**config.mk**
```make
export PLATFORM = sky130hd
export DESIGN_NAME = lcd_regs
export DESIGN_NICKNAME = d
export VERILOG_FILES = /design/src/rtl/gb_lcd_pkg.sv /design/src/rtl/lcd_regs.sv
export VERILOG_INCLUDE_DIRS = /design/src /design/src/rtl
export SDC_FILE = /design/constraint.sdc
export NUM_CORES = 1
export LEC_CHECK = 0
export ABC_AREA = 1
export BUFFER_PORTS_ARGS = -buffer_cell sky130_fd_sc_hd__buf_4
export CORE_MARGIN = 8
export CORE_UTILIZATION = 54
export DETAILED_ROUTE_END_ITERATION = 8
export PLACE_DENSITY = 0.86
export SYNTH_ARGS = -nofsm -noshare
export SYNTH_HDL_FRONTEND = slang
export SYNTH_SLANG_ARGS = --single-unit
```
**constraint.sdc**
```tcl
create_clock -name cpu_clock -period 3 [get_ports cpu_clock]
set_input_delay 0.45 -clock cpu_clock [delete_from_list [all_inputs] [get_ports cpu_clock]]
set_output_delay 0.45 -clock cpu_clock [all_outputs]
set_load 0.03 [all_outputs]
```
**src/rtl/gb_lcd_consts.svh**
```systemverilog
// --------------------------------------------------
// lcd frame geometry and register map
// vram window, panel command bytes
// gray levels for the rgb565 panel stream
// --------------------------------------------------
`ifndef GB_LCD_CONSTS_SVH
`define GB_LCD_CONSTS_SVH

// frame geometry, one dot per clock
`define LCD_DOTS_PER_LINE 456
`define LCD_LINES 154
`define LCD_VISIBLE_LINES 144
`define LCD_WIDTH 160
`define LCD_OAM_DOTS 80 // mode 2 length

// cpu visible registers
`define LCD_ADDR_LCDC 16'hFF40
`define LCD_ADDR_STAT 16'hFF41
`define LCD_ADDR_SCY 16'hFF42
`define LCD_ADDR_SCX 16'hFF43
`define LCD_ADDR_LY 16'hFF44
`define LCD_ADDR_LYC 16'hFF45
`define LCD_ADDR_BGP 16'hFF47

`define LCD_VRAM_BASE 16'h8000
`define LCD_VRAM_LAST 16'h9FFF

// memory write start / continue
`define PANEL_CMD_FIRST 8'h2C
`define PANEL_CMD_NEXT 8'h3C

// shade 0 is white
`define GRAY5_0 5'd31
`define GRAY5_1 5'd21
`define GRAY5_2 5'd10
`define GRAY5_3 5'd0
`define GRAY6_0 6'd63
`define GRAY6_1 6'd42
`define GRAY6_2 6'd21
`define GRAY6_3 6'd0

`endif

```
**src/rtl/gb_lcd_pkg.sv**
```systemverilog
// --------------------------------------------------
// shared lcd types
// stat mode encoding, shade and panel pixel
// --------------------------------------------------
`default_nettype none

package gb_lcd_pkg;

	// values match the stat mode field
	typedef enum logic [1:0] {
		hblank = 2'd0,
		vblank = 2'd1,
		oam_search = 2'd2,
		transfer = 2'd3
	} lcd_mode_t;

	// gray level after bgp mapping
	typedef logic [1:0] shade_t;

	// r5 g6 b5
	typedef logic [15:0] rgb565_t;

endpackage

`default_nettype wire

```
**src/rtl/lcd_regs.sv**
```systemverilog
// --------------------------------------------------
// lcd register file
// lcdc, stat, scy, scx, ly, lyc, bgp
// cpu read mux, vram access blocked in mode 3
// --------------------------------------------------
`timescale 1ns/1ns
`default_nettype none
`include "gb_lcd_consts.svh"

module lcd_regs
	import gb_lcd_pkg::*;
(
	input wire logic cpu_clock,
	input wire logic rst,
	input wire logic [15:0] cpu_addr,
	input wire logic [7:0] cpu_wdata,
	input wire logic cpu_we,
	output logic [7:0] cpu_rdata,
	input wire logic [7:0] vram_cpu_data,
	output logic vram_we,
	input wire logic [7:0] ly,
	input wire logic [1:0] mode,
	input wire logic coincidence,
	output logic [7:0] lcdc,
	output logic [7:0] scy,
	output logic [7:0] scx,
	output logic [7:0] lyc,
	output logic [7:0] bgp,
	output logic [3:0] stat_en // stat bits 6..3
);

	logic in_vram;

	assign in_vram = (cpu_addr >= `LCD_VRAM_BASE) && (cpu_addr <= `LCD_VRAM_LAST);
	assign vram_we = cpu_we && in_vram && (mode != transfer); // renderer owns vram in mode 3

	always_ff @(posedge cpu_clock) begin
		if (rst) begin
			lcdc <= '0;
			scy <= '0;
			scx <= '0;
			lyc <= '0;
			bgp <= '0;
			stat_en <= '0;
		end else if (cpu_we) begin
			case (cpu_addr)
				`LCD_ADDR_LCDC: lcdc <= cpu_wdata;
				`LCD_ADDR_STAT: stat_en <= cpu_wdata[6:3]; // low bits are status only
				`LCD_ADDR_SCY: scy <= cpu_wdata;
				`LCD_ADDR_SCX: scx <= cpu_wdata;
				`LCD_ADDR_LYC: lyc <= cpu_wdata;
				`LCD_ADDR_BGP: bgp <= cpu_wdata;
				default: ;
			endcase
		end
	end

	// read mux, unmapped reads float high
	always_comb begin
		cpu_rdata = 8'hFF;
		if (in_vram) begin
			if (mode != transfer)
				cpu_rdata = vram_cpu_data;
		end else begin
			case (cpu_addr)
				`LCD_ADDR_LCDC: cpu_rdata = lcdc;
				`LCD_ADDR_STAT: cpu_rdata = {1'b1, stat_en, coincidence, mode};
				`LCD_ADDR_SCY: cpu_rdata = scy;
				`LCD_ADDR_SCX: cpu_rdata = scx;
				`LCD_ADDR_LY: cpu_rdata = ly;
				`LCD_ADDR_LYC: cpu_rdata = lyc;
				`LCD_ADDR_BGP: cpu_rdata = bgp;
				default: ;
			endcase
		end
	end

endmodule

`default_nettype wire

```
### Word-level counts from Yosys, hierarchy flattened

Index checks and enable logic that the tools add are counted.

| storage, ports and cells | value |
|---|---|
| register bits | 44 |
| output and inout bits | 53 |
| word-level logic and storage cells | 28 |

| cells by class | value |
|---|---|
| equal/unequal tests | 8 |
| reductions and logical operators | 9 |
| magnitude comparators | 2 |
| muxes and demuxes | 3 |

Operator list:

| kind | number |
|---|---|
| 16-bit == test (second input constant) | 7 |
| 8-bit one-hot mux with 7 select lines | 1 |
| 16-bit greater-or-equal comparator (second input constant) | 1 |
| 16-bit <= comparator (second input constant) | 1 |
| 8-bit 2-to-1 mux | 2 |
| 2-bit AND reduction | 6 |
| 1-bit logical AND | 3 |
| 2-bit inequality test (second input constant) | 1 |

### Depth between registers and ports, before layout

| logic depth | value |
|---|---|
| depth after elaboration | 4 |
| depth in mapped cells | 12 |

### Worst setup path after synthesis

OpenSTA, ideal clock, no wires.

| path | value |
|---|---|
| path kind | input to output |
| from | input port cpu_addr[13] |
| to | output port cpu_rdata[7] |
| data arrival time | 1,631 ps |
| slack | 919 ps |
| cell stages on the path | 11 |
| required time | 2,550 ps |
| cells stage by stage | nand2_1 > inv_2 > nand2_2 > nor2_4 > buf_2 > nand3_1 > nand2_1 > nor2_1 > nand2_1 > nor2_1 > nor2_1 |

| between the ends | value |
|---|---|
| word-level cells in the longest chain between the ends | 3 |
| elaborated cells on any way between the ends | 12 |

Ends and longest elaborated chain:

| item | line | text |
|---|---|---|
| from (decl) | lcd_regs.sv:15 | `input wire logic [15:0] cpu_addr,` |
| 16-bit greater-or-equal comparator (no source line), or another cell as far along | n/a |  |
| 1-bit logical AND / 8-bit one-hot mux with 7 select lines (equally long branches) | lcd_regs.sv:34, lcd_regs.sv:65 |  |
| 8-bit 2-to-1 mux (*) | lcd_regs.sv:61 | `if (in_vram) begin` |
| to (decl) | lcd_regs.sv:18 | `output logic [7:0] cpu_rdata,` |

Every way passes the cells marked *; elsewhere a longest branch is shown, timed or not.

### Worst setup path after layout

| path | value |
|---|---|
| from | input port cpu_addr[5] |
| to | output port cpu_rdata[6] |

The elaborated chain is that of the path after synthesis.

==> results.md <==
* Final hold violation count at 0
* First-pass GRT wire length at 13600 µm
* Syn Inst Count at 409
* Mapped cell area at 0.00269 mm²
* Synth warn at 0
* Min Tclk post-route at 2.46 ns
* Post-CTS Hold Fix Bufs at 0
* Area growth syn-to-layout at 30.5%
* Fraction of layout cells with a size suffix above 1 at 30.0%
* Final setup viols at 0
* I/O pin count at 99
* Worst hold path class: input pin to register
* Port Buffer Count at 98
* Post-DP HPWL at 6550 µm
* Hold path depth at 3
* Vias at 3109
* Power, Total at 1110 µW
* Unrepaired setup endpoints after global routing: no
* Yosys cell types at 23
* Mean number of vias per cell at 5.52
* Chip width at 86.6 µm
* CTS root buf: clkbuf_8
* Nature of the critical path startpoint: input pin
* Longest Clk Path Bufs at 2
* Clk Latency, worst-skew pair at 0.30 ns
* Most common cell after layout, fill and taps aside: nand2_1
* Arrival time worst endpoint at 2.01 ns
* Die Y at 86.6 µm
* Tot GR Track Use at 22.6%
* Register area share after synthesis at 32.7%
* Sink Count at 44
* Fin crit share at 82.1%
* Post-CTS Setup Inserts at 0
* Total of max-cap violations at 0
* Slew HR at 67.6%
* CTS Buf Count at 5
* Largest cells by area after synthesis: dfxtp_1, nand2_1, nand3_1
* Synthesized net count at 455
* Clock Skew at 0 ns
* CP required at 2.55 ns
* Post-route ant nets at 0
* Final Instance Area at 0.00352 mm²
* Sequential power share at 52.4%
* DP Worst Slack at 0.550 ns
* DRC at 0
* ANT cells at 0
* Final WL at 8590 µm
* Synthesis-stage register bit count at 44
* Slew @ Worst Pin at 0.486 ns
* Die area at 0.00750 mm²
* Net Sw Frac at 24.2%
* 1st-pass router iterations at 5
* Crit Path Max Fanout at 18
* Placed cell area at 0.00342 mm²
* Number of global-route vias before repair at 2809
* F_max at 406 MHz
* Comb pwr share at 11.7%
* Most frequent cells in the layout: nand2_1, buf_4, nand3_1
* Post-CTS resize count at 0
* Switching power at 270 µW
* Largest net degree at the start of global routing at 51
* Power per cell area at 317 mW/mm²
* Iteration-0 DRC Markers at 205
* Final nets at 542
* GPL Wtd Cong at 0.900
* TritonCTS clock tree: done
* Critical path endpoint category: output pin
* Run status: finished, final reports clean
* Placed cells at 556
* Routed len/inst at 15.3 µm
* Setup ws final at 0.538 ns
* Core ar. at 0.00475 mm²
* Peak supply drop at 0.328 mV
* Clock-pin slew on the worst setup and hold paths at 0.08 ns
* Pins Over Slew Limit at 0
* Yosys top cell area share at 32.7%
* Cell count of the worst reg-to-reg path at 2
* Cell internal pwr at 844 µW
* Syn Area/Cell at 6.59 µm²
* Final cell count without fillers at 563
* Initial antenna violation count at 0
* H-tree depth at 2
* Clock power share at 35.9%
* Starting density of the core at 56.7%
* Path type of the worst setup path: input pin to output pin
* Setup TNS Final at 0 ns
* Pleak at 0.00155 µW
* Leading area contributor after synthesis: dfxtp_1
* Num rows at 25
* Total congestion overflow at 0
==> power groups by stage <==
stage,combinational (µW),sequential (µW),clock [µW]
after global routing,141,583,423
after floorplan,56.5,597,0
after CTS,130,583,398
after global placement,129,597,0
final,130,583,400
after detailed placement,129,597,0
==> registers in the layout (all words and copies together) (netlist names) <==
signal	count
lyc	8
scx	8
bgp	8
lcdc	8
scy	8
stat_en	4
==> synth_stat cells (all sizes together) <==
| library cell | n |
|---|---|
| dfxtp | 44 |
| nor2 | 61 |
| or2 | 7 |
| inv | 31 |
| nand3 | 68 |
| clkbuf | 8 |
| buf | 13 |
| a211oi | 8 |
| nand4 | 19 |
| a21oi | 36 |
| nand2 | 112 |
| o21ai | 2 |
==> metrics by stage <==
| step | utilization, % | hold slack, ns |
|---|---|---|
| after floorplan | - | 0.596 |
| after global placement | 71.9 | 0.472 |
| after detailed placement | 71.9 | 0.469 |
| after CTS | 73.9 | 0.453 |
| after global routing | 73.9 | 0.453 |
| final | 73.9 | 0.453 |
==> critical path, stage by stage <==
cell and delay (ns):
buf_4 0.12, nor2_2 0.14, nand2_4 0.15, nor2_4 0.39, nand2_1 0.13, nand2_1 0.10, nor2_1 0.05, nand2_2 0.12
nand3_1 0.10, nand2_1 0.07, inv_1 0.04, buf_4 0.16
==> kinds of logic after synthesis <==
kind of cell | synth area share (%)
DFF | 32.7
and+or+nand+nor | 47.4
AOI/OAI and AO/OA | 10.8
buffers and inverters | 9.10
==> final timing paths <==
path | end | startpoint | slack [ns]
setup / recovery | cpu_rdata[6] | cpu_addr[5] | 0.54
setup reg to reg | lcdc[6] | lcdc[6] | 2.26
hold reg to reg | stat_en[3] | stat_en[3] | 0.48
hold / removal | bgp[2] | cpu_wdata[2] | 0.45
==> layer usage <==
metal / global-route usage [%] / up-vias / wire length [µm]
met1: 27.4 / 1408 / 3430
li1: - / 1523 / -
met4: 9.23 / 0 / 221
met2: 36.6 / 160 / 4030
met5: 0 / - / 0
met3: 6.43 / 18 / 905
==> cell type report <==
cell class | count | area (µm²)
Timing Repair Buffer | 101 | 771
Fill cell | 429 | 1240
Tap cell | 67 | 83.8
Clock buffer | 7 | 96.3
Sequential cell | 44 | 881
Inverter | 31 | 116
Multi-Input combinational cell | 313 | 1570
(Power assumes the default switching activity.)
