### src/rtl/gb_lcd_consts.svh
// --------------------------------------------------
// lcd frame geometry and register map
// vram window, panel command bytes
// gray levels for the rgb565 panel stream
// --------------------------------------------------
`ifndef GB_LCD_CONSTS_SVH
`define GB_LCD_CONSTS_SVH

// frame geometry, one dot per clock
`define LCD_DOTS_PER_LINE 456
`define LCD_LINES 154
`define LCD_VISIBLE_LINES 144
`define LCD_WIDTH 160
`define LCD_OAM_DOTS 80 // mode 2 length

// cpu visible registers
`define LCD_ADDR_LCDC 16'hFF40
`define LCD_ADDR_STAT 16'hFF41
`define LCD_ADDR_SCY 16'hFF42
`define LCD_ADDR_SCX 16'hFF43
`define LCD_ADDR_LY 16'hFF44
`define LCD_ADDR_LYC 16'hFF45
`define LCD_ADDR_BGP 16'hFF47

`define LCD_VRAM_BASE 16'h8000
`define LCD_VRAM_LAST 16'h9FFF

// memory write start / continue
`define PANEL_CMD_FIRST 8'h2C
`define PANEL_CMD_NEXT 8'h3C

// shade 0 is white
`define GRAY5_0 5'd31
`define GRAY5_1 5'd21
`define GRAY5_2 5'd10
`define GRAY5_3 5'd0
`define GRAY6_0 6'd63
`define GRAY6_1 6'd42
`define GRAY6_2 6'd21
`define GRAY6_3 6'd0

`endif

### src/rtl/gb_lcd_pkg.sv
// --------------------------------------------------
// shared lcd types
// stat mode encoding, shade and panel pixel
// --------------------------------------------------
`default_nettype none

package gb_lcd_pkg;

	// values match the stat mode field
	typedef enum logic [1:0] {
		hblank = 2'd0,
		vblank = 2'd1,
		oam_search = 2'd2,
		transfer = 2'd3
	} lcd_mode_t;

	// gray level after bgp mapping
	typedef logic [1:0] shade_t;

	// r5 g6 b5
	typedef logic [15:0] rgb565_t;

endpackage

`default_nettype wire

### src/rtl/line_buffer.sv
// --------------------------------------------------
// ping-pong line buffer of shades
// fetcher fills one bank, panel drains the other
// --------------------------------------------------
`timescale 1ns/1ns
`default_nettype none
`include "gb_lcd_consts.svh"

module line_buffer
	import gb_lcd_pkg::*;
(
	input wire logic cpu_clock,
	input wire logic rst,
	input wire logic buf_swap,
	input wire logic pix_we,
	input wire logic [7:0] pix_index,
	input wire shade_t pix_shade,
	input wire logic [7:0] rd_index,
	output shade_t rd_shade
);

	shade_t mem [2][`LCD_WIDTH];
	logic wr_bank;

	always_ff @(posedge cpu_clock) begin
		if (rst)
			wr_bank <= 1'b0;
		else if (buf_swap)
			wr_bank <= ~wr_bank;
	end

	always_ff @(posedge cpu_clock) begin
		if (pix_we)
			mem[wr_bank][pix_index] <= pix_shade;
		rd_shade <= mem[~wr_bank][rd_index]; // one cycle read latency
	end

endmodule

`default_nettype wire

### config.mk
export PLATFORM = sky130hd
export DESIGN_NAME = line_buffer
export DESIGN_NICKNAME = d
export VERILOG_FILES = /design/src/rtl/gb_lcd_pkg.sv /design/src/rtl/line_buffer.sv
export VERILOG_INCLUDE_DIRS = /design/src /design/src/rtl
export SDC_FILE = /design/constraint.sdc
export NUM_CORES = 1
export LEC_CHECK = 0
export ABC_AREA = 0
export BUFFER_PORTS_ARGS = -buffer_cell sky130_fd_sc_hd__buf_2
export CORE_MARGIN = 1.5
export CORE_UTILIZATION = 57
export DETAILED_ROUTE_END_ITERATION = 16
export PLACE_DENSITY = 0.77
export SYNTH_ARGS = -nofsm -noshare
export SYNTH_HDL_FRONTEND = slang
export SYNTH_SLANG_ARGS = --single-unit
### constraint.sdc
create_clock -name cpu_clock -period 2.27 [get_ports cpu_clock]
set_input_delay 0.454 -clock cpu_clock [delete_from_list [all_inputs] [get_ports cpu_clock]]
set_output_delay 0.454 -clock cpu_clock [all_outputs]
set_load 0.01 [all_outputs]
Yosys cells after proc, flatten, opt, wreduce, memory -nomap -nowiden:

Memory sizes are Yosys's and may differ from the RTL's.
Index checks and enable logic that the tools add are counted.

* register bits after elaboration: 3
* latch bits: 0
* RAM bits: 640
* bits in read-only memories: 0
* input port bits: 22
* output and inout bits: 2
* logic and storage cells: 17
* memories kept: 1

* $add $sub $neg: 0
* multiply operators: 0
* div/mod/pow operators: 0
* order comparisons: 3
* eq/ne operators: 0
* shifts and indexed selects: 0
* multiplexer cells: 7
* bitwise operators: 3
* reductions and logical operators: 1

Memory list
* mem: words 2, width 320, read ports 1, clocked after Yosys merged registers in 0, write ports 1, RTL line line_buffer.sv:22 `` shade_t mem [2][`LCD_WIDTH]; ``

Operators by type and width (number)
* 320-bit 2-to-1 mux: 1
* 9-bit >= comparator, second input constant: 2
* 8-bit inverter with 9-bit output: 2
* 2-bit binary-select mux with 8-bit select: 1
* 2-bit demux with 8-bit select: 1
* 9-bit by 1-bit less-than comparator with 1-bit output, second input constant: 1
* 2-bit 2-to-1 mux: 3
* 1-bit logical AND: 1
* 1-bit 2-to-1 mux: 1
* 1-bit inverter: 1

Longest topological paths before layout:

* depth in word-level cells: 6
* depth in mapped cells: 11
* depth with buffers taken out: 6

Worst setup path before layout:

Ideal clock, no wire load.

* path type: input to register
* start: input port rd_index[0]
* end: register rd_shade[1]
* library setup time: 0.132 ns
* arrival: 2.109 ns
* data required time: 2.138 ns
* setup slack: 0.029 ns
* cell stages on the path: 9
* buffers on the path: 3
* path through: buf_4 buf_4 buf_4 mux4_2 a22o_1 o311ai_0 a21oi_1 o221ai_2 o311ai_1

* cells in the longest elaborated chain, start to end: 4

Ends and longest elaborated chain
* from (decl): RTL line line_buffer.sv:18 `input wire logic [7:0] rd_index,`
* 8-bit inverter with 9-bit output: RTL line line_buffer.sv:35 `rd_shade <= mem[~wr_bank][rd_index];`
* 2-bit binary-select mux with 8-bit select: RTL line line_buffer.sv:35
* 2-bit 2-to-1 mux (implied by the code) (2 in a row): RTL line line_buffer.sv:35
* to (signal assigned): RTL line line_buffer.sv:35
* to (decl): RTL line line_buffer.sv:19 `output shade_t rd_shade`

Every way passes these cells. The select of a mux whose other input is x is not followed.
A chain may end at the register's enable or synchronous reset.

Worst setup path after layout:

* start: register wr_bank
* end: register rd_shade[0]

* cells in the longest elaborated chain, start to end: 5

Ends and longest elaborated chain
* from (decl): RTL line line_buffer.sv:23 `logic wr_bank;`
* from (signal assigned): RTL line line_buffer.sv:29 `wr_bank <= ~wr_bank;`
* 1-bit inverter: RTL line line_buffer.sv:35
* memory read 2 x 320 bit
* 2-bit binary-select mux with 8-bit select: RTL line line_buffer.sv:35
* 2-bit 2-to-1 mux (implied by the code) (2 in a row): RTL line line_buffer.sv:35

Every way passes these cells. The select of a mux whose other input is x is not followed.

==> flow_summary.json <==
{
  "status": "finished with violations",
  "violations": "setup timing",
  "shortest_period_the_worst_path_allows_ns": 2.43,
  "post_dp_cell_area_um2": 28500,
  "synthXorXnorAreaFrac_pct": 0.0331,
  "synth-seq-area-share_pct": 72.9,
  "numCtsBuffers": 66,
  "synth_nets": 1553,
  "synth_edf_count": 640,
  "initial_cell_density_of_the_core_pct": 58.0,
  "synth_largest_type_area_fraction_pct": 72.6,
  "setup.worst_path.end": "rd_shade[0]",
  "total_switching_power_w": 0.00548,
  "timing.final.max_slew_violations": 0,
  "fin_tns_setup_ns": -0.298,
  "syn-instance-count": 1531,
  "ys_seq_elements": 643,
  "die_h_um": 218,
  "first_global_vias": 16055,
  "switching_share_of_power_pct": 21.5,
  "synthArstFlopShare_pct": 0,
  "post-route-period-util_pct": 107,
  "netlist_top_cells_area": "edfxtp_1, mux4_2, nor2_1",
  "avgRoutedWirePerCell_um": 27.6,
  "synth_top_family_by_area": "multiplexers",
  "cts_tree": "done",
  "yosys.cell_types.count": 56,
  "cp_data_required_time_ns": 2.75,
  "post-dp-hpwl_mm": 42.0,
  "drc": 0,
  "hold_viol_final": 0,
  "vias_per_cell": 6.52,
  "setup_slack_placement_ns": -0.336,
  "syn-cell-area_um2": 26500,
  "worstSetupEndpointType": "register",
  "start_kind": "register",
  "timing.hold.worst_path_depth": 3,
  "dieArea_um2": 47700,
  "leakage_power_total_nw": 9.88,
  "critical_path.startpoint": "wr_bank",
  "core_um2": 45600,
  "pin_count_of_the_biggest_net_entering_global_routing": 101,
  "io_buffers": 23,
  "final_design_area_no_fill_um2": 31100,
  "timing.critical_path.fanout_max": 5,
  "worst-setup-path-type": "register to register",
  "pwr-share-seq_pct": 51.2,
  "first_pass_iters": 6,
  "gpl.final_weighted_congestion": 0.895,
  "fmaxAchievable_ghz": 0.411,
  "timing.max_cap.violations": 0,
  "timing.reg2reg.setup_slack_ns": -0.16,
  "placed_cells_incl_taps": 2234,
  "hold_path_class": "primary input to register",
  "synth-warning-count": 0,
  "detailedRoute.firstIterationViolations": 2130,
  "crit_reg_reg_startpoint": "wr_bank",
  "cts_max_path_buffers": 3,
  "stdcell_count": 2383,
  "netlist.top_cell.by_area": "edfxtp_1",
  "layout-drive-gt1-share_pct": 28.1,
  "core.rowCount": 78,
  "power-per-cell-area_nw_per_um2": 821,
  "grt.overflow.total": 0,
  "vias": 15544,
  "pin_count": 24,
  "setup-violations-final": 2,
  "p_clk_share_pct": 40.7,
  "finalWorstSetupSlack_ns": -0.162,
  "r2r_cells": 8,
  "htree_num_levels": 3,
  "clock_tree.root_cell": "clkbuf_16",
  "tightestPinTransition_ns": 0.547,
  "totalPowerFinal_w": 0.0255,
  "arrival_ns": 2.91,
  "maxSlewHeadroom_pct": 63.5,
  "grt_usage_pct": 28.9,
  "grt_pass1_wl_mm": 99.4,
  "post_synth_and_or_nand_nor_area_fraction_pct": 7.33,
  "antenna_found_initial": 6,
  "grt_setup_unrepaired": "true",
  "timing.rr.end": "rd_shade[0]",
  "clock_slew_at_the_register_clock_pins_of_the_worst_setup_and_hold_paths_ns": 0.06,
  "ant_nets": 0,
  "max-vdd-ir-drop_mv": 0.659,
  "final_nets": 1753,
  "synth_mux_area_share_pct": 14.6,
  "post_synth_fa_ha_maj_area_fraction_pct": 0,
  "area_growth_from_synthesis_to_layout_pct": 17.6,
  "internal_power_w": 0.0200,
  "power.combinational.fraction_pct": 8.1,
  "clk_latency_ns": 0.60,
  "avgSynthCellArea_um2": 17.3,
  "floorplan.die.width_um": 218,
  "skew_ns": 0.0210,
  "drt-total-wl_mm": 65.9,
  "cts.sinks": 643,
  "synth-main-ff-cell": "edfxtp_1",
  "synth_compound_gate_area_share_pct": 3.04
}
[worst min path at each step]
stage	start	endpoint	slack, ns
final	buf_swap	wr_bank	0.11
after detailed placement	wr_bank	wr_bank	0.59
after floorplan	rst	wr_bank	0.53
after CTS	buf_swap	wr_bank	0.09
after global routing	buf_swap	wr_bank	0.13
after global placement	wr_bank	wr_bank	0.59
[metal layers]
layer / vias to the layer above / GRT usage, % / share of wire [%]
met3: 217 / 6.30 / 11
met4: 4 / 14.3 / 4.7
li1: 6437 / - / -
met5: - / 0 / 0.042
met1: 7829 / 38.6 / 36
met2: 1057 / 45.3 / 48
[layout by cell type, fill, tap and decap left out, types with 3 or more instances in the layout]
cell type and count:
o221ai_2 3, buf_12 32, a221oi_1 5, buf_6 5
inv_1 3, bufinv_16 4, nand2_1 44, o211ai_1 4
mux4_2 145, o221ai_1 11, a21oi_1 17, clkbuf_1 15
nand4_1 9, a221oi_2 3, mux2i_1 52, a221o_1 4
clkinv_1 15, o21ai_1 4, nor2b_1 15, mux2_2 5
a22oi_2 4, clkbuf_16 69, buf_16 4, a22o_1 10
edfxtp_1 640, nor3_1 8, nand2b_1 9, o22ai_1 11
diode_2 3, buf_4 167, clkinv_2 11, nor2_1 339
a22oi_1 7, or2_2 3, buf_2 20, and2_1 5
nand3_1 29
[kinds of logic after synthesis]
| kind of cell | count (synthesis) |
|---|---|
| buffers and inverters | 107 |
| AO/OA/AOI/OAI | 107 |
| XOR/XNOR | 1 |
| multiplexers | 203 |
| flip-flops | 643 |
| AND/OR/NAND/NOR | 470 |
[stage by stage]
step	hold slack (ns)	util, %
finish	0.109	68.2
floorplan	0.526	-
global placement	0.589	62.5
detailed placement	0.593	62.5
global route	0.125	68.2
CTS	0.0942	68.1
[power by group through the flow]
stage / clock, W / sequential (W) / combinational [W]
after floorplan: 0 / 0.0133 / 0.000985
after global placement: 0 / 0.0133 / 0.00177
after detailed placement: 0 / 0.0133 / 0.00180
after CTS: 0.0104 / 0.0131 / 0.00203
after global routing: 0.0109 / 0.0131 / 0.00216
final: 0.0104 / 0.0131 / 0.00207
[critical path: stages (launching register included)]
cell	delay, ns
dfxtp_4	0.40
buf_12	0.14
bufbuf_16	0.26
mux4_2	0.50
a22o_1	0.24
a221oi_2	0.24
o32a_1	0.20
a221o_1	0.23
o211ai_1	0.11
[area by class of cell]
cell class	instances	area (um^2)
clock buffer	84	1780
multi-input combinational	781	6720
inverter	5	18.8
clock inverter	33	262
sequential	643	19300
antenna	3	7.51
tap	600	751
timing repair buffer	234	2280
fill	2784	14500
[Yosys cell counts (all sizes together), types with 3 or more instances]
| cell | n |
|---|---|
| edfxtp | 640 |
| nor2 | 340 |
| mux4 | 145 |
| clkbuf | 58 |
| mux2i | 53 |
| nand2 | 45 |
| buf | 44 |
| nand3 | 29 |
| a21oi | 19 |
| nor2b | 16 |
| o221ai | 14 |
| o22ai | 13 |
| a22oi | 11 |
| a22o | 10 |
| nand2b | 9 |
| nand4 | 9 |
| a221oi | 8 |
| nor3 | 8 |
| and2 | 5 |
| mux2 | 5 |
| o211ai | 5 |
| a221o | 4 |
| inv | 4 |
| o21ai | 4 |
| a31oi | 3 |
| dfxtp | 3 |
| o311ai | 3 |
| or2 | 3 |
[flip-flops by register name (all words and copies together), names as in the netlist]
register	count
mem	640
rd_shade	2
wr_bank	1
[what timing repair did]
action	in CTS	in global routing
setup endpoints to repair	2	20
pin swaps	14	6
hold endpoints to repair	1	0
gates resized for setup	31	8
cloned	5	0
hold buffers	1	0
setup buffers	22	2
(Power assumes the default switching activity.)
