==> config.mk <==
export PLATFORM = sky130hd
export DESIGN_NAME = panel_writer
export DESIGN_NICKNAME = d
export VERILOG_FILES = /design/src/rtl/gb_lcd_pkg.sv /design/src/rtl/panel_writer.sv
export VERILOG_INCLUDE_DIRS = /design/src /design/src/rtl
export SDC_FILE = /design/constraint.sdc
export NUM_CORES = 1
export LEC_CHECK = 0
export BUFFER_PORTS_ARGS = -buffer_cell sky130_fd_sc_hd__buf_2
export CAP_MARGIN = 0
export CORE_MARGIN = 2
export CORE_UTILIZATION = 50
export DETAILED_ROUTE_END_ITERATION = 8
export PLACE_DENSITY = 0.84
export SLEW_MARGIN = 20
export SYNTH_ARGS = -nofsm -noshare
export SYNTH_HDL_FRONTEND = slang
export SYNTH_SLANG_ARGS = --single-unit
==> constraint.sdc <==
create_clock -name cpu_clock -period 2.05 [get_ports cpu_clock]
set_input_delay 0.3075 -clock cpu_clock [delete_from_list [all_inputs] [get_ports cpu_clock]]
set_output_delay 0.3075 -clock cpu_clock [all_outputs]
set_load 0.05 [all_outputs]
==> src/rtl/gb_lcd_consts.svh <==
// --------------------------------------------------
// lcd frame geometry and register map
// vram window, panel command bytes
// gray levels for the rgb565 panel stream
// --------------------------------------------------
`ifndef GB_LCD_CONSTS_SVH
`define GB_LCD_CONSTS_SVH

// frame geometry, one dot per clock
`define LCD_DOTS_PER_LINE 456
`define LCD_LINES 154
`define LCD_VISIBLE_LINES 144
`define LCD_WIDTH 160
`define LCD_OAM_DOTS 80 // mode 2 length

// cpu visible registers
`define LCD_ADDR_LCDC 16'hFF40
`define LCD_ADDR_STAT 16'hFF41
`define LCD_ADDR_SCY 16'hFF42
`define LCD_ADDR_SCX 16'hFF43
`define LCD_ADDR_LY 16'hFF44
`define LCD_ADDR_LYC 16'hFF45
`define LCD_ADDR_BGP 16'hFF47

`define LCD_VRAM_BASE 16'h8000
`define LCD_VRAM_LAST 16'h9FFF

// memory write start / continue
`define PANEL_CMD_FIRST 8'h2C
`define PANEL_CMD_NEXT 8'h3C

// shade 0 is white
`define GRAY5_0 5'd31
`define GRAY5_1 5'd21
`define GRAY5_2 5'd10
`define GRAY5_3 5'd0
`define GRAY6_0 6'd63
`define GRAY6_1 6'd42
`define GRAY6_2 6'd21
`define GRAY6_3 6'd0

`endif

==> src/rtl/gb_lcd_pkg.sv <==
// --------------------------------------------------
// shared lcd types
// stat mode encoding, shade and panel pixel
// --------------------------------------------------
`default_nettype none

package gb_lcd_pkg;

	// values match the stat mode field
	typedef enum logic [1:0] {
		hblank = 2'd0,
		vblank = 2'd1,
		oam_search = 2'd2,
		transfer = 2'd3
	} lcd_mode_t;

	// gray level after bgp mapping
	typedef logic [1:0] shade_t;

	// r5 g6 b5
	typedef logic [15:0] rgb565_t;

endpackage

`default_nettype wire

==> src/rtl/panel_writer.sv <==
// --------------------------------------------------
// panel writer
// command byte, then 160 rgb565 pixels
// high byte first, one byte per clock
// --------------------------------------------------
`timescale 1ns/1ns
`default_nettype none
`include "gb_lcd_consts.svh"

module panel_writer
	import gb_lcd_pkg::*;
(
	input wire logic cpu_clock,
	input wire logic rst,
	input wire logic buf_swap,
	input wire logic [7:0] ly,
	output logic [7:0] rd_index,
	input wire shade_t rd_shade,
	output logic [7:0] panel_data,
	output logic panel_dc,
	output logic panel_wr
);

	localparam logic [8:0] last_byte = 9'(2 * `LCD_WIDTH - 1);
	localparam logic [7:0] last_pixel = 8'(`LCD_WIDTH - 1);

	logic busy;
	logic cmd_cycle;
	logic [8:0] data_cnt; // bit 0 selects the low byte
	logic [7:0] cmd_byte;
	rgb565_t pix_rgb;

	always_comb begin
		case (rd_shade)
			2'd0: pix_rgb = {`GRAY5_0, `GRAY6_0, `GRAY5_0};
			2'd1: pix_rgb = {`GRAY5_1, `GRAY6_1, `GRAY5_1};
			2'd2: pix_rgb = {`GRAY5_2, `GRAY6_2, `GRAY5_2};
			default: pix_rgb = {`GRAY5_3, `GRAY6_3, `GRAY5_3};
		endcase
		if (cmd_cycle)
			panel_data = cmd_byte;
		else if (data_cnt[0])
			panel_data = pix_rgb[7:0];
		else
			panel_data = pix_rgb[15:8];
	end

	assign panel_dc = ~cmd_cycle;
	assign panel_wr = busy; // one write per cycle while busy

	always_ff @(posedge cpu_clock) begin
		if (rst) begin
			busy <= 1'b0;
			cmd_cycle <= 1'b0;
			data_cnt <= '0;
			rd_index <= '0;
		end else if (!busy) begin
			if (buf_swap) begin
				busy <= 1'b1;
				cmd_cycle <= 1'b1;
				data_cnt <= '0;
				rd_index <= '0;
				cmd_byte <= (ly == 8'd0) ? `PANEL_CMD_FIRST : `PANEL_CMD_NEXT;
			end
		end else if (cmd_cycle) begin
			cmd_cycle <= 1'b0;
		end else begin
			data_cnt <= data_cnt + 9'd1;
			// next shade must be ready by the following high byte
			if (!data_cnt[0] && rd_index != last_pixel)
				rd_index <= rd_index + 8'd1;
			if (data_cnt == last_byte)
				busy <= 1'b0;
		end
	end

endmodule

`default_nettype wire

# [Word-level counts from Yosys, hierarchy flattened]
# Index checks and enable logic that the tools add are counted.
[totals] regBits=27 out_inout_bits=18 wordCells=40
[op_classes] add_sub_neg=2 eq_ne=6 muxes=15 bitwise=3 reduce_logical=9
[ops] cell="$mux 8" count=6
[ops] cell="$pmux 16 s3" count=1
[ops] cell="$mux 9" count=3
[ops] cell="$add 9x1->9 const B" count=1
[ops] cell="$eq 9x9->1 const B" count=1
[ops] cell="$add 8x1->8 const B" count=1
[ops] cell="$logic_not 8->1" count=1
[ops] cell="$ne 8x8->1 const B" count=1
[ops] cell="$reduce_and 3->1" count=2
[ops] cell="$mux 5" count=1
[ops] cell="$mux 1" count=4
[ops] cell="$not 1->1" count=3
[ops] cell="$eq 2x1->1 const B" count=1
[ops] cell="$eq 2x2->1 const B" count=1
[ops] cell="$logic_not 2->1" count=1
[ops] cell="$ne 2x1->1 const B" count=1
[ops] cell="$ne 2x2->1 const B" count=1
[ops] cell="$reduce_and 2->1" count=1
[ops] cell="$reduce_bool 2->1" count=1
[ops] cell="$reduce_or 2->1" count=1
[ops] cell="$logic_and 1x1->1" count=1
[ops] cell="$logic_not 1->1" count=1

# [Depth between registers and ports, before layout]
[logic_depth] ltp_word=5 ltp_mapped=7 mapped_depth_nobuf=5

# [Least setup slack after synthesis]
# OpenSTA, ideal clock, no wires.
[synth_timing] path_kind="reg-to-output" from="reg data_cnt[0]" to="out panel_data[4]" t_arrival_ns=2.375 t_required_ns=1.742 slack_ns=-0.632 path_stages_with_launch=5 n_path_buf=1 cell_sequence="dfxtp_1 -> clkbuf_1 -> nor2b_1 -> a211oi_1 -> a21o_1"
[synth_between] elab_chain_len=2
[synth_rtl] element="start, declared" line="panel_writer.sv:29" source="logic [8:0] data_cnt;"
[synth_rtl] element="start signal, assigned" line="panel_writer.sv:68" source="data_cnt <= data_cnt + 9'd1;"
[synth_rtl] element="$mux 8" line="panel_writer.sv:42" source="else if (data_cnt[0])"
[synth_rtl] element="$mux 8" line="panel_writer.sv:40" source="if (cmd_cycle)"
[synth_rtl] element="end, declared" line="panel_writer.sv:19" source="output logic [7:0] panel_data,"
# No other way between the ends.

# [Final worst setup path]
# Same ends and word-level chain as after synthesis.

==> results.py <==
metrics = {
    "detailed_routing": {
        "drt_iter0_drc": 32,
        "drc": 0,
        "num_vias": 1050,
        "drt_pre_antenna_iters": 4,
        "via_per_inst": 5.80,
        "wirelength_mm": 2.28,
        "routedWlPerCell_microns": 12.6,
        "ant_nets": 0,
    },
    "cts": {
        "worstSkewPairLatency_ps": 300,
        "root_buffer": "clkbuf_4",
        "hold_buffers": 0,
        "cts.clk_slew.worst_paths_ps": 120,
        "cts-buffers-inserted": 3,
        "htree_levels": 1,
        "cts_resized": 0,
        "cts_tree": "done",
        "clock_path_buffers": 2,
        "post_cts_buffers": 0,
        "clock_sinks": 20,
    },
    "floorplan": {
        "initial_core_util_pct": 54.3,
        "die_h_microns": 50.6,
        "fp.dieW_microns": 50.6,
        "placementRows": 16,
        "num_io_pins": 31,
        "core_area_sq_um": 2000,
        "die_area_sq_um": 2560,
    },
    "cells_and_area": {
        "postLayoutCellArea_sq_um": 1300,
        "regArea_sq_um": 410,
        "nets": 170,
        "multi_input_area_sq_um": 632,
        "fill_cells": 167,
        "antenna_cells": 0,
        "areaGrowthSynthToFinish_pct": 19.7,
        "drive_gt1_share_pct": 27.3,
    },
    "synthesis": {
        "ys.warnings.count": 0,
        "yosysSeqAreaShare_pct": 37.8,
        "syn_nets": 141,
        "syn_area_per_cell_sq_um": 8.62,
        "syn_inst": 126,
        "ys_ff_latch": 20,
        "netlist_area_sq_um": 1090,
        "synth.distinct_cells": 35,
    },
    "placement": {
        "port_buffers": 30,
        "place.gp.congestion": 0.781,
        "post_dp_cell_area_sq_um": 1250,
        "hpwl_mm": 1.64,
    },
    "sta": {
        "relSlewSlack_pct": 66.1,
        "tns_ps": 0,
        "finalCritPeriodShare_pct": 93.2,
        "worst_clock_skew_ps": 2.05,
        "fmax_ghz": 0.524,
        "setup_viol": 0,
        "worstMarginPinSlew_ps": 509,
        "finalHoldViolCount": 0,
        "grt_setup_unrepaired": "false",
        "drv_slew": 0,
        "period_needed_ps": 1910,
    },
    "run": {
        "maxCapViolations": 0,
    },
    "global_route": {
        "grt_pass1_wl_mm": 3.55,
        "grtUsageTotal_pct": 18.0,
        "overflow": 0,
        "antenna_found_initial": 0,
        "grt_max_degree": 13,
        "grt_pass1_vias": 849,
    },
    "worst_setup_path": {
        "end_kind": "primary output",
        "required_ps": 1740,
        "cp_max_fo": 9,
        "critical_path_arrival_ps": 1600,
        "crit_path_start_kind": "flip-flop",
        "crit_type": "flip-flop to primary output",
    },
    "pwr": {
        "ir_worst_vdd_uv": 472,
        "finalPower_mw": 0.887,
        "power.leakage_nw": 0.497,
        "p_per_area_nw_per_um2": 682,
    },
    "run_status": {
        "status": "finished, final reports clean",
    },
    "worst_hold_path": {
        "hold_path_class": "input pin to flip-flop",
    },
}
[synthesized netlist by cell type]
| library cell | instances | area share, % |
|---|---|---|
| or2_1 | 1 | 0.58 |
| a2111oi_4 | 2 | 5.1 |
| a31oi_1 | 5 | 2.9 |
| mux2i_1 | 1 | 0.92 |
| nand3b_1 | 2 | 1.4 |
| nand2b_1 | 3 | 1.7 |
| buf_2 | 3 | 1.4 |
| a211oi_1 | 6 | 4.1 |
| dfxtp_1 | 19 | 35 |
| nand2b_4 | 1 | 1.3 |
| nand2_1 | 10 | 3.5 |
| edfxtp_1 | 1 | 2.8 |
| nor2b_1 | 3 | 1.7 |
| a21oi_1 | 7 | 3.2 |
| a21o_1 | 1 | 0.69 |
| inv_1 | 5 | 1.7 |
| buf_4 | 2 | 1.4 |
| and2_1 | 2 | 1.2 |
| o21ai_1 | 1 | 0.46 |
| a21boi_0 | 1 | 0.69 |
| nor2_1 | 15 | 5.2 |
| a41oi_1 | 3 | 2.4 |
| clkbuf_1 | 2 | 0.69 |
| nand2b_2 | 1 | 0.81 |
| ha_1 | 2 | 2.3 |
| and3_1 | 3 | 1.7 |
| a22oi_1 | 2 | 1.4 |
| nand3_1 | 6 | 2.8 |
| nor3_1 | 2 | 0.92 |
| xnor2_1 | 6 | 4.8 |
| nor4_1 | 3 | 1.7 |
| and4bb_4 | 1 | 1.5 |
| or2_2 | 1 | 0.58 |
| o21ai_0 | 2 | 0.92 |
| nand4_1 | 1 | 0.58 |
[layout by cell type, fill, tap and decap left out, types with 5 or more instances in the layout]
cell / count
buf_2: 30
nand3_1: 6
nor2_1: 15
a211oi_1: 5
dfxtp_1: 19
a31oi_1: 5
a21oi_1: 7
inv_1: 5
xnor2_1: 6
nand2_1: 10
[power by group]
part	internal [mW]	switching, mW	total (mW)
sequential	0.401	0.0198	0.421
combinational	0.0536	0.136	0.189
clock	0.149	0.128	0.277
[worst paths after layout]
check	slack [ps]	from	to	depth (start not counted)
max reg2reg	220	rd_index[0]$_SDFFE_PP0P_	rd_index[6]$_SDFFE_PP0P_	5
min	250	ly[6]	cmd_byte[4]$_DFFE_PP_	3
max	140	data_cnt[0]$_SDFFE_PP0P_	panel_data[4]	4
min reg2reg	520	rd_index[7]$_SDFFE_PP0P_	rd_index[7]$_SDFFE_PP0P_	1
[metal layers]
| layer | track usage [%] | routed length, microns | up-vias | share of wire (%) |
|---|---|---|---|---|
| li1 | - | - | 511 | - |
| met2 | 31.1 | 1140 | 41 | 50 |
| met5 | 0 | 0 | - | 0 |
| met1 | 21.7 | 996 | 494 | 44 |
| met4 | 6.76 | 19 | 0 | 0.83 |
| met3 | 3.87 | 127 | 4 | 5.6 |
[final cells by class]
| class | count | area share [%] |
|---|---|---|
| well taps | 27 | 2.60 |
| repair buffers | 31 | 12.1 |
| flip-flops and latches | 20 | 31.6 |
| clock buffers | 4 | 3.66 |
| inverters | 5 | 1.44 |
| multi-input cells | 94 | 48.6 |
[cells by family after synthesis]
family,count (synthesis),synth area share [%]
and+or+nand+nor,55,27.1
xor gates and xnor gates,6,4.84
DFF,20,37.8
buffers and inverters,12,5.18
muxes,1,0.922
adders and majority gates,2,2.30
AOI/OAI and AO/OA,30,21.9
[worst max-delay path: stages (launching register included)]
cell and delay, ps:
dfxtp_1 620, nor2b_1 140, a211oi_4 180, a21o_1 100, buf_2 260
[through the flow]
stage          worst slack, ps  hold WS (ps)  utilization [%]  instances
2_1_floorplan             35.2           470                -        126
3_3_place_gp               346           469             62.6        177
3_5_place_dp               279           483             62.6        177
4_1_cts                    126           242             64.9        181
5_1_grt                   57.2           263             64.9        181
6_report                   140           248             64.9        181
[state kept, by name (all words and copies together), names as in the netlist]
register and count:
cmd_byte 1, data_cnt 9, panel_wr 1, rd_index 8, cmd_cycle 1
No activity file was read; power rests on OpenSTA's default activity.
