## src/rtl/gb_lcd_consts.svh

```systemverilog
// --------------------------------------------------
// lcd frame geometry and register map
// vram window, panel command bytes
// gray levels for the rgb565 panel stream
// --------------------------------------------------
`ifndef GB_LCD_CONSTS_SVH
`define GB_LCD_CONSTS_SVH

// frame geometry, one dot per clock
`define LCD_DOTS_PER_LINE 456
`define LCD_LINES 154
`define LCD_VISIBLE_LINES 144
`define LCD_WIDTH 160
`define LCD_OAM_DOTS 80 // mode 2 length

// cpu visible registers
`define LCD_ADDR_LCDC 16'hFF40
`define LCD_ADDR_STAT 16'hFF41
`define LCD_ADDR_SCY 16'hFF42
`define LCD_ADDR_SCX 16'hFF43
`define LCD_ADDR_LY 16'hFF44
`define LCD_ADDR_LYC 16'hFF45
`define LCD_ADDR_BGP 16'hFF47

`define LCD_VRAM_BASE 16'h8000
`define LCD_VRAM_LAST 16'h9FFF

// memory write start / continue
`define PANEL_CMD_FIRST 8'h2C
`define PANEL_CMD_NEXT 8'h3C

// shade 0 is white
`define GRAY5_0 5'd31
`define GRAY5_1 5'd21
`define GRAY5_2 5'd10
`define GRAY5_3 5'd0
`define GRAY6_0 6'd63
`define GRAY6_1 6'd42
`define GRAY6_2 6'd21
`define GRAY6_3 6'd0

`endif

```

## src/rtl/gb_lcd_pkg.sv

```systemverilog
// --------------------------------------------------
// shared lcd types
// stat mode encoding, shade and panel pixel
// --------------------------------------------------
`default_nettype none

package gb_lcd_pkg;

	// values match the stat mode field
	typedef enum logic [1:0] {
		hblank = 2'd0,
		vblank = 2'd1,
		oam_search = 2'd2,
		transfer = 2'd3
	} lcd_mode_t;

	// gray level after bgp mapping
	typedef logic [1:0] shade_t;

	// r5 g6 b5
	typedef logic [15:0] rgb565_t;

endpackage

`default_nettype wire

```

## src/rtl/bg_fetcher.sv

```systemverilog
// --------------------------------------------------
// background tile fetcher
// map byte, tile low, tile high, then 8 pixels
// scx fine scroll discard and bgp shading
// --------------------------------------------------
`timescale 1ns/1ns
`default_nettype none
`include "gb_lcd_consts.svh"

module bg_fetcher
	import gb_lcd_pkg::*;
(
	input wire logic cpu_clock,
	input wire logic rst,
	input wire logic line_start,
	input wire logic [7:0] ly,
	input wire logic [7:0] scx,
	input wire logic [7:0] scy,
	input wire logic [7:0] lcdc,
	input wire logic [7:0] bgp,
	output logic [12:0] render_addr,
	input wire logic [7:0] render_data,
	output logic pix_we,
	output logic [7:0] pix_index,
	output shade_t pix_shade,
	output logic line_done
);

	localparam logic [3:0] last_phase = 4'd13;
	localparam logic [3:0] first_pix_phase = 4'd6;
	localparam logic [7:0] last_pixel = 8'(`LCD_WIDTH - 1);

	logic busy;
	logic [3:0] phase; // 0..5 fetch, 6..13 pixels
	logic [4:0] tile;
	logic [2:0] skip;
	logic [7:0] x;
	logic [7:0] tile_id;
	logic [7:0] lo_byte;
	logic [7:0] shift_lo;
	logic [7:0] shift_hi;
	logic [7:0] bg_y;
	logic [4:0] map_col;
	logic data_hi;
	logic [1:0] color_idx;
	shade_t shade;

	assign bg_y = ly + scy;
	assign map_col = scx[7:3] + tile; // wraps around the 32 tile map
	assign data_hi = lcdc[4] ? 1'b0 : ~tile_id[7]; // signed ids around 9000

	// ------------------------------------------------
	// vram address per fetch step
	// ------------------------------------------------
	always_comb begin
		case (phase)
			4'd0, 4'd1: render_addr = {2'b11, lcdc[3], bg_y[7:3], map_col};
			4'd2, 4'd3: render_addr = {data_hi, tile_id, bg_y[2:0], 1'b0};
			default: render_addr = {data_hi, tile_id, bg_y[2:0], 1'b1};
		endcase
	end

	// leftmost pixel sits in bit 7
	assign color_idx = lcdc[0] ? {shift_hi[7], shift_lo[7]} : 2'b00;
	assign shade = bgp[{color_idx, 1'b0} +: 2];

	always_ff @(posedge cpu_clock) begin
		if (rst || !lcdc[7]) begin
			busy <= 1'b0;
			phase <= '0;
			tile <= '0;
			skip <= '0;
			x <= '0;
			pix_we <= 1'b0;
			line_done <= 1'b0;
		end else begin
			pix_we <= 1'b0;
			line_done <= pix_we && (pix_index == last_pixel);
			if (line_start) begin
				busy <= 1'b1;
				phase <= '0;
				tile <= '0;
				skip <= scx[2:0];
				x <= '0;
			end else if (busy) begin
				phase <= (phase == last_phase) ? 4'd0 : phase + 4'd1;
				if (phase == last_phase)
					tile <= tile + 5'd1;
				case (phase)
					4'd1: tile_id <= render_data;
					4'd3: lo_byte <= render_data;
					4'd5: begin
						shift_lo <= lo_byte;
						shift_hi <= render_data;
					end
					default: begin
						if (phase >= first_pix_phase) begin
							shift_lo <= {shift_lo[6:0], 1'b0};
							shift_hi <= {shift_hi[6:0], 1'b0};
							if (skip != 3'd0) begin
								skip <= skip - 3'd1; // fine scroll
							end else begin
								pix_we <= 1'b1;
								pix_index <= x;
								pix_shade <= shade;
								x <= x + 8'd1;
								if (x == last_pixel)
									busy <= 1'b0;
							end
						end
					end
				endcase
			end
		end
	end

endmodule

`default_nettype wire

```

## config.mk

```make
export PLATFORM = sky130hd
export DESIGN_NAME = bg_fetcher
export DESIGN_NICKNAME = d
export VERILOG_FILES = /design/src/rtl/gb_lcd_pkg.sv /design/src/rtl/bg_fetcher.sv
export VERILOG_INCLUDE_DIRS = /design/src /design/src/rtl
export SDC_FILE = /design/constraint.sdc
export NUM_CORES = 1
export LEC_CHECK = 0
export ABC_AREA = 1
export ABC_CLOCK_PERIOD_IN_PS = 3000
export BUFFER_PORTS_ARGS = -buffer_cell sky130_fd_sc_hd__buf_4
export CAP_MARGIN = 20
export CORE_MARGIN = 2
export CORE_UTILIZATION = 54
export CTS_CLUSTER_SIZE = 28
export DETAILED_ROUTE_END_ITERATION = 6
export PLACE_DENSITY = 0.77
export SYNTH_ARGS = -nofsm -noshare
export SYNTH_HDL_FRONTEND = slang
export SYNTH_SLANG_ARGS = --single-unit
```

## constraint.sdc

```tcl
create_clock -name cpu_clock -period 3 [get_ports cpu_clock]
set_input_delay 0.6 -clock cpu_clock [delete_from_list [all_inputs] [get_ports cpu_clock]]
set_output_delay 0.6 -clock cpu_clock [all_outputs]
set_load 0.1 [all_outputs]
```

* After elaboration in Yosys (flattened, before gate mapping)
Index checks and enable logic that the tools add are counted.
Cells by class: $add $sub $neg 6, order comparisons 1, equal/unequal tests 8, shift operators 1, multiplexer cells 20, bitwise logic cells 8, reduce and logical (&&, ||, !) cells 22
Operators by type and width (count):
- one-hot mux 8 bit (2 select lines) | 2
- one-hot mux 13 bit (2 select lines) | 1
- equality test 8 bit, second input constant | 2
- two-way mux 8 bit | 2
- AND reduction 4 bit | 4
- two-way mux 3 bit | 5
- adder 8 x 1 -> 8 bit, second input constant | 1
- adder 8 bit | 1
- equality test 4 x 2 -> 1 bit, second input constant | 2
- two-way mux 1 bit | 8
- inverter 1 bit | 8
- nonzero test 2 bit | 4
- OR reduction 2 bit | 4
- variable part select 8 x 4 -> 2 bit | 1
- OR reduction 7 bit | 1
- AND reduction 6 bit | 1
- adder 5 x 1 -> 5 bit, second input constant | 1
- adder 5 bit | 1
- AND reduction 5 bit | 1
- adder 4 x 1 -> 4 bit, second input constant | 1
- equality test 4 x 1 -> 1 bit, second input constant | 1
- equality test 4 x 3 -> 1 bit, second input constant | 1
- equality test 4 bit, second input constant | 1
- >= comparator 4 x 3 -> 1 bit, second input constant | 1
- 11 further kinds | 11
Word-level totals: register bits after elaboration 65, input bits 51, output and inout port bits 25

* Longest topological paths before layout
Gate-level depths: netlist (run 1).
word-level depth 7, mapped depth 8, gate-level depth less buffers 8

* Worst setup path after synthesis (run 1)
No wires, ideal clock.
path type input-to-output, start input port scx[3], end output port render_addr[2], data arrival time 3433 ps, slack -1033 ps, stages 4, buffers on the path 0, path through ha_1 -> fa_1 -> xnor2_1 -> o21ai_0
Between the ends: longest elaborated chain between the ends 2
RTL lines:
- start: declaration | line bg_fetcher.sv:17 | input wire logic [7:0] scx,
- adder 5 bit | line bg_fetcher.sv:49 | assign map_col = scx[7:3] + tile;
- one-hot mux 13 bit (2 select lines) | line bg_fetcher.sv:56 | case (phase)
- end: declaration | line bg_fetcher.sv:21 | output logic [12:0] render_addr,
Every way passes these cells.

* Worst setup path in the final report (run 1)
start input port ly[0], end output port render_addr[8]
Between the ends: longest elaborated chain between the ends 2
RTL lines:
- start: declaration | line bg_fetcher.sv:16 | input wire logic [7:0] ly,
- adder 8 bit | line bg_fetcher.sv:48 | assign bg_y = ly + scy;
- one-hot mux 13 bit (2 select lines) | line bg_fetcher.sv:56
Every way passes these cells.

==> results of run 1 <==
## Yosys cell counts (all sizes together), types with 2 or more instances
| cell | number | area, sq um |
|---|---|---|
| dfxtp | 23 | 460.4 |
| mux2 | 14 | 157.7 |
| ha | 15 | 187.7 |
| nor3 | 6 | 46.30 |
| buf | 3 | 21.27 |
| edfxtp | 42 | 1261 |
| nor4 | 2 | 12.51 |
| o22ai | 2 | 12.51 |
| or2 | 3 | 18.77 |
| o21ai | 19 | 95.09 |
| nand4 | 4 | 25.02 |
| a21oi | 29 | 145.1 |
| nand2 | 76 | 312.8 |
| xor2 | 4 | 35.03 |
| fa | 2 | 40.04 |
| xnor2 | 6 | 52.55 |
| nand3 | 20 | 105.1 |
| nor2 | 35 | 141.4 |
| inv | 42 | 162.6 |
## flip-flops by register name (all words and copies together) (netlist names), 3 cells and up
signal and count:
lo_byte 8, phase 4, pix_index 8, shift_hi 8, shift_lo 8, skip 3, tile 5, tile_id 8
x 8
## path summary, 6_finish.rpt
path	from	end	slack, ps	cells after the start
setup / recovery	ly[0]	render_addr[8]	250	9
hold / removal	pix_index[6]$_DFFE_PP_	line_done$_SDFF_PP0_	450	1
setup reg to reg	phase[1]$_SDFFE_PN0P_	lo_byte[2]$_DFFE_PP_	1360	5
hold reg to reg	pix_index[6]$_DFFE_PP_	line_done$_SDFF_PP0_	450	1
## final cells by class
class | instances | area, sq um
fillers | 448 | 1749
flip-flops and latches | 65 | 1722
multi-input cells | 241 | 1438
repair buffers | 76 | 570.5
inverters | 42 | 162.7
clock buffers | 10 | 127.6
well taps | 75 | 93.84
clock inverters | 6 | 92.59
## kinds of logic after synthesis
family	share of synthesized area
multiplexers	0.04737
AO/OA/AOI/OAI	0.08308
adder cells (fa/ha/maj)	0.06842
buffers and inverters	0.05639
flip-flops	0.5173
XOR/XNOR	0.02631
AND/OR/NAND/NOR	0.2011
## per-layer routing
metal / vias to the layer above / global-route usage / wire length (um)
met1: 1190 / 0.2758 / 2961
met3: 15 / 0.04457 / 353
met5: - / 0 / 0
met4: 0 / 0.1016 / 155
li1: 1358 / - / -
met2: 76 / 0.3290 / 3039
## where the power goes
part | switching (mW) | internal [mW] | total, mW
logic | 0.217 | 0.103 | 0.320
clock network | 0.341 | 0.472 | 0.813
registers | 0.00206 | 0.947 | 0.949
total | 0.560 | 1.52 | 2.08
## stage by stage
step                      total power [mW]  TNS, ps  worst slack, ps  cell area [sq um]
after global placement               1.285        0            294.6               3986
after global routing                 2.155        0            82.71               4207
after CTS                            2.095        0            265.0               4207
final                                2.082        0            254.8               4207
after floorplan                      1.190   -277.7           -277.7               3347
after detailed placement             1.289        0            265.9               3986
==> impl_metrics.csv, run 1 <==
group,metric,value,unit
run_status,run_status,"finished clean",
global_routing,first_global_vias,2405,
final_layout,final_common_cell,"buf_4",
logic_synthesis,yosysWarnings,0,
logic_synthesis,synthArstFlopShare,0,
final_layout,nets,503,
logic_synthesis,synth-main-ff-cell,"edfxtp_1",
clock_network,clkSinkCount,65,
detailed_routing,antenna_left,0,
detailed_routing,drc,0,
detailed_routing,firstDrtPassIters,4,
clock_network,cts_tree,"built",
sta,tightestPinTransition,459.6,ps
global_routing,grt_max_degree,17,
logic_synthesis,syn_inst,352,
worst_setup_path,crit_path_top_delay_cell,"fa_1",
clock_network,cts_buffer_depth,2,
worst_setup_path,startpoint_type,"primary input",
pwr,power_density,495.0,nW/um^2
placed_design,place_inst,499,
logic_synthesis,synth.avg_cell_area,9.455,sq um
sta,finalMaxSlewViolations,0,
die,start_util,0.5588,
sta,hold_viol_final,0,
worst_setup_path,cp.required,2400,ps
die,rows,28,
die,io_pins,76,
logic_synthesis,ys_seq_area_frac,0.5173,
sta,clock_skew,8.303,ps
clock_network,cts_buffers,9,
placed_design,io_buffer_count,71,
die,die_w,82.51,um
final_layout,n_antenna_cell,0,
worst_setup_path,crit_arrival,2150,ps
worst_setup_path,cp_num_buf_inv,2,
worst_setup_path,crit_family,"adder cells",
clock_network,cts-htree-levels,3,
sta,rsz0062_at_grt,"no",
sta,fmax,364.3,MHz
clock_network,clk-insertion-delay-late,340,ps
logic_synthesis,ys_types,35,
logic_synthesis,syn-cell-area,3328,sq um
global_routing,grt_pass1_wl,10670,um
worst_setup_path,crit_type,"primary input to output port",
die,chipHeight,82.51,um
sta,slew_headroom,0.6932,
clock_network,cts_setup_buffers,0,
global_routing,grt_antenna_before_repair,0,
placed_design,gp_congestion,0.8642,
flow_run,drv_cap,0,
worst_setup_path,cp-end-kind,"output port",
die,die_area,6807,sq um
detailed_routing,vias_per_cell,5.124,
die,core_area,5956,sq um
final_layout,final_cell_mix,"buf_4, nand2_1, edfxtp_1, inv_1, nor2_1",
worst_setup_path,worstPathMaxFanout,4,
clock_network,path_clk_slew,70,ps
logic_synthesis,syn_nets,420,
worst_setup_path,cp_cell_sequence,"buf_4, ha_1, fa_1, nand3_1, nand3_1, nand2_1, nand2_1, a21oi_2, buf_4",
global_routing,overflow,0,
logic_synthesis,synth-edff-count,42,
placed_design,hpwl,5030,um
min_path,hold_class,"register to register",
logic_synthesis,synth_seq_cells,65,
final_layout,drive_above_1_share,0.2909,
sta,setup_viol,0,
sta,hold-worst-slack,446.5,ps
detailed_routing,post_drt_wl_per_cell,12.64,um
sta,min_period,2745,ps
sta,finalCritPeriodShare,0.9151,
clock_network,cts_root_buf,"clkbuf_8",
clock_network,hold_buffers,0,
final_layout,final_cells,515,
pwr,p_leak,1.750,nW
pwr,vdd_drop_max,0.0003687,V
detailed_routing,drtIter0Drc,278,
detailed_routing,vias,2639,
global_routing,globalRouteTotalUtil,0.2092,
final_layout,fin_util,0.7063,
detailed_routing,drt-total-wl,6510,um
worst_setup_path,slowest_delay,440,ps
clock_network,cts.repair.resized,0,
final_layout,area_growth,26.39,%
No activity file was read; power rests on OpenSTA's default activity.
==> run 2, diff against run 1 <==
Settings changed: MAX_ROUTING_LAYER set to met4, SLEW_MARGIN set to 20.
==> run 2 against run 1 <==
Against the previous run: setup slack better by 4.7 ps; highest routed layer unchanged; combinational power barely moved; routed wire length fell by 0.38%; die area unchanged; critical path type unchanged; critical path depth stayed put; sequential cell count unchanged; largest power group unchanged; cell count unchanged; critical endpoint unchanged; total power about the same; clock skew shrank 0.68 ps; clock-buffer cell count is the same.
==> impl_metrics.csv, run 2 (synthesis results as in run 1) <==
group,metric,value,unit
final_layout,final_cell_area,4207,sq um
min_path,hold_class,"register to register",
run_status,run_status,"finished clean",
placed_design,io_buffer_count,71,
clock_network,cts_root_buf,"clkbuf_8",
worst_setup_path,cp.required,2400,ps
sta,rsz0062_at_grt,"no",
sta,setup_viol,0,
worst_setup_path,cp-end-kind,"output port",
clock_network,hold_buffers,0,
placed_design,gp_congestion,0.8782,
global_routing,grt_max_degree,17,
sta,hold-worst-slack,446.6,ps
detailed_routing,firstDrtPassIters,4,
sta,clock_skew,7.627,ps
clock_network,cts_buffer_depth,2,
pwr,p_leak,1.750,nW
worst_setup_path,r2r_start,"phase[1]$_SDFFE_PN0P_",
sta,tightestPinTransition,452.0,ps
min_path,min_path_cells,1,
global_routing,first_global_vias,2402,
die,rows,28,
flow_run,drv_cap,0,
pwr,power,2.082,mW
sta,setup_slack,259.5,ps
global_routing,globalRouteTotalUtil,0.2155,
clock_network,cts_setup_buffers,0,
global_routing,grt_pass1_wl,10710,um
min_path,min_to,"line_done$_SDFF_PP0_",
final_layout,nets,503,
final_layout,fin_util,0.7063,
sta,slew_headroom,0.6983,
detailed_routing,drtIter0Drc,330,
placed_design,pre_cts_ws,265.9,ps
die,chipHeight,82.51,um
min_path,hp-start,"pix_index[6]$_DFFE_PP_",
die,die_w,82.51,um
clock_network,cts-htree-levels,3,
clock_network,clk-insertion-delay-late,340,ps
global_routing,overflow,0,
pwr,power_density,495.1,nW/um^2
worst_setup_path,rr_worst_depth,5,
clock_network,cts.repair.resized,0,
worst_setup_path,crit_arrival,2140,ps
sta,min_period,2741,ps
detailed_routing,vias,2634,
clock_network,cts_tree,"built",
clock_network,clkSinkCount,65,
placed_design,placed_area,3986,sq um
detailed_routing,antenna_left,0,
die,core_area,5956,sq um
final_layout,final_common_cell,"buf_4",
sta,fmax,364.9,MHz
worst_setup_path,r2r_end,"lo_byte[2]$_DFFE_PP_",
final_layout,final_cells,515,
clock_network,path_clk_slew,70,ps
worst_setup_path,crit_type,"primary input to output port",
final_layout,area_growth,26.39,%
final_layout,final_cell_mix,"buf_4, nand2_1, edfxtp_1, inv_1, nor2_1",
final_layout,n_antenna_cell,0,
detailed_routing,post_drt_wl_per_cell,12.59,um
placed_design,place_inst,499,
sta,finalMaxSlewViolations,0,
detailed_routing,drt-total-wl,6485,um
die,start_util,0.5588,
worst_setup_path,worstPathMaxFanout,4,
pwr,vdd_drop_max,0.0003666,V
sta,totalNegativeSetupSlack,0,ps
worst_setup_path,r2r_slack,1380,ps
sta,hold_viol_final,0,
final_layout,fillers,448,
final_layout,drive_above_1_share,0.2909,
detailed_routing,vias_per_cell,5.115,
die,io_pins,76,
placed_design,hpwl,5030,um
detailed_routing,drc,0,
sta,finalCritPeriodShare,0.9135,
global_routing,grt_antenna_before_repair,0,
clock_network,cts_buffers,9,
die,die_area,6807,sq um
worst_setup_path,startpoint_type,"primary input",
-- run 2: report_power, final --
part	leakage, nW	total, mW	internal, mW	switching, mW
Sequential	0.556	0.949	0.947	0.00207
Clock	0.103	0.813	0.472	0.341
Combinational	1.09	0.320	0.103	0.217
-- run 2: layout make-up --
class / instances / area [sq um] / share of cell area
clock inverter: 6 / 92.59 / 0.02201
timing repair buffer: 76 / 570.5 / 0.1356
tap: 75 / 93.84 / 0.02231
sequential: 65 / 1722 / 0.4093
multi-input combinational: 241 / 1438 / 0.3418
clock buffer: 10 / 127.6 / 0.03034
inverter: 42 / 162.7 / 0.03867
-- run 2: how the worst max path moves through the flow --
stage                          startpoint        endpoint  depth (start not counted)
finish                              ly[0]  render_addr[8]                          9
global placement                    ly[0]  render_addr[8]                          9
floorplan                          scx[3]  render_addr[2]                          4
detailed placement                  ly[0]  render_addr[8]                          9
global route        phase[2]$_SDFFE_PN0P_  render_addr[8]                          6
CTS                                 ly[0]  render_addr[8]                          9
-- run 2: per-layer routing --
layer  vias up  share of wire  global-route usage
li1       1358              -                   -
met3        20          0.044             0.04674
met1      1196           0.47              0.2772
met4         0          0.029             0.09672
met2        60           0.46              0.3290
met5         -              0                   -
-- run 2: worst max-delay path, stage by stage --
cell and delay (ps):
buf_4 110, ha_1 210, fa_1 440, nand3_1 150, nand3_1 80, nand2_1 60, nand2_1 60, a21oi_2 130
buf_4 310
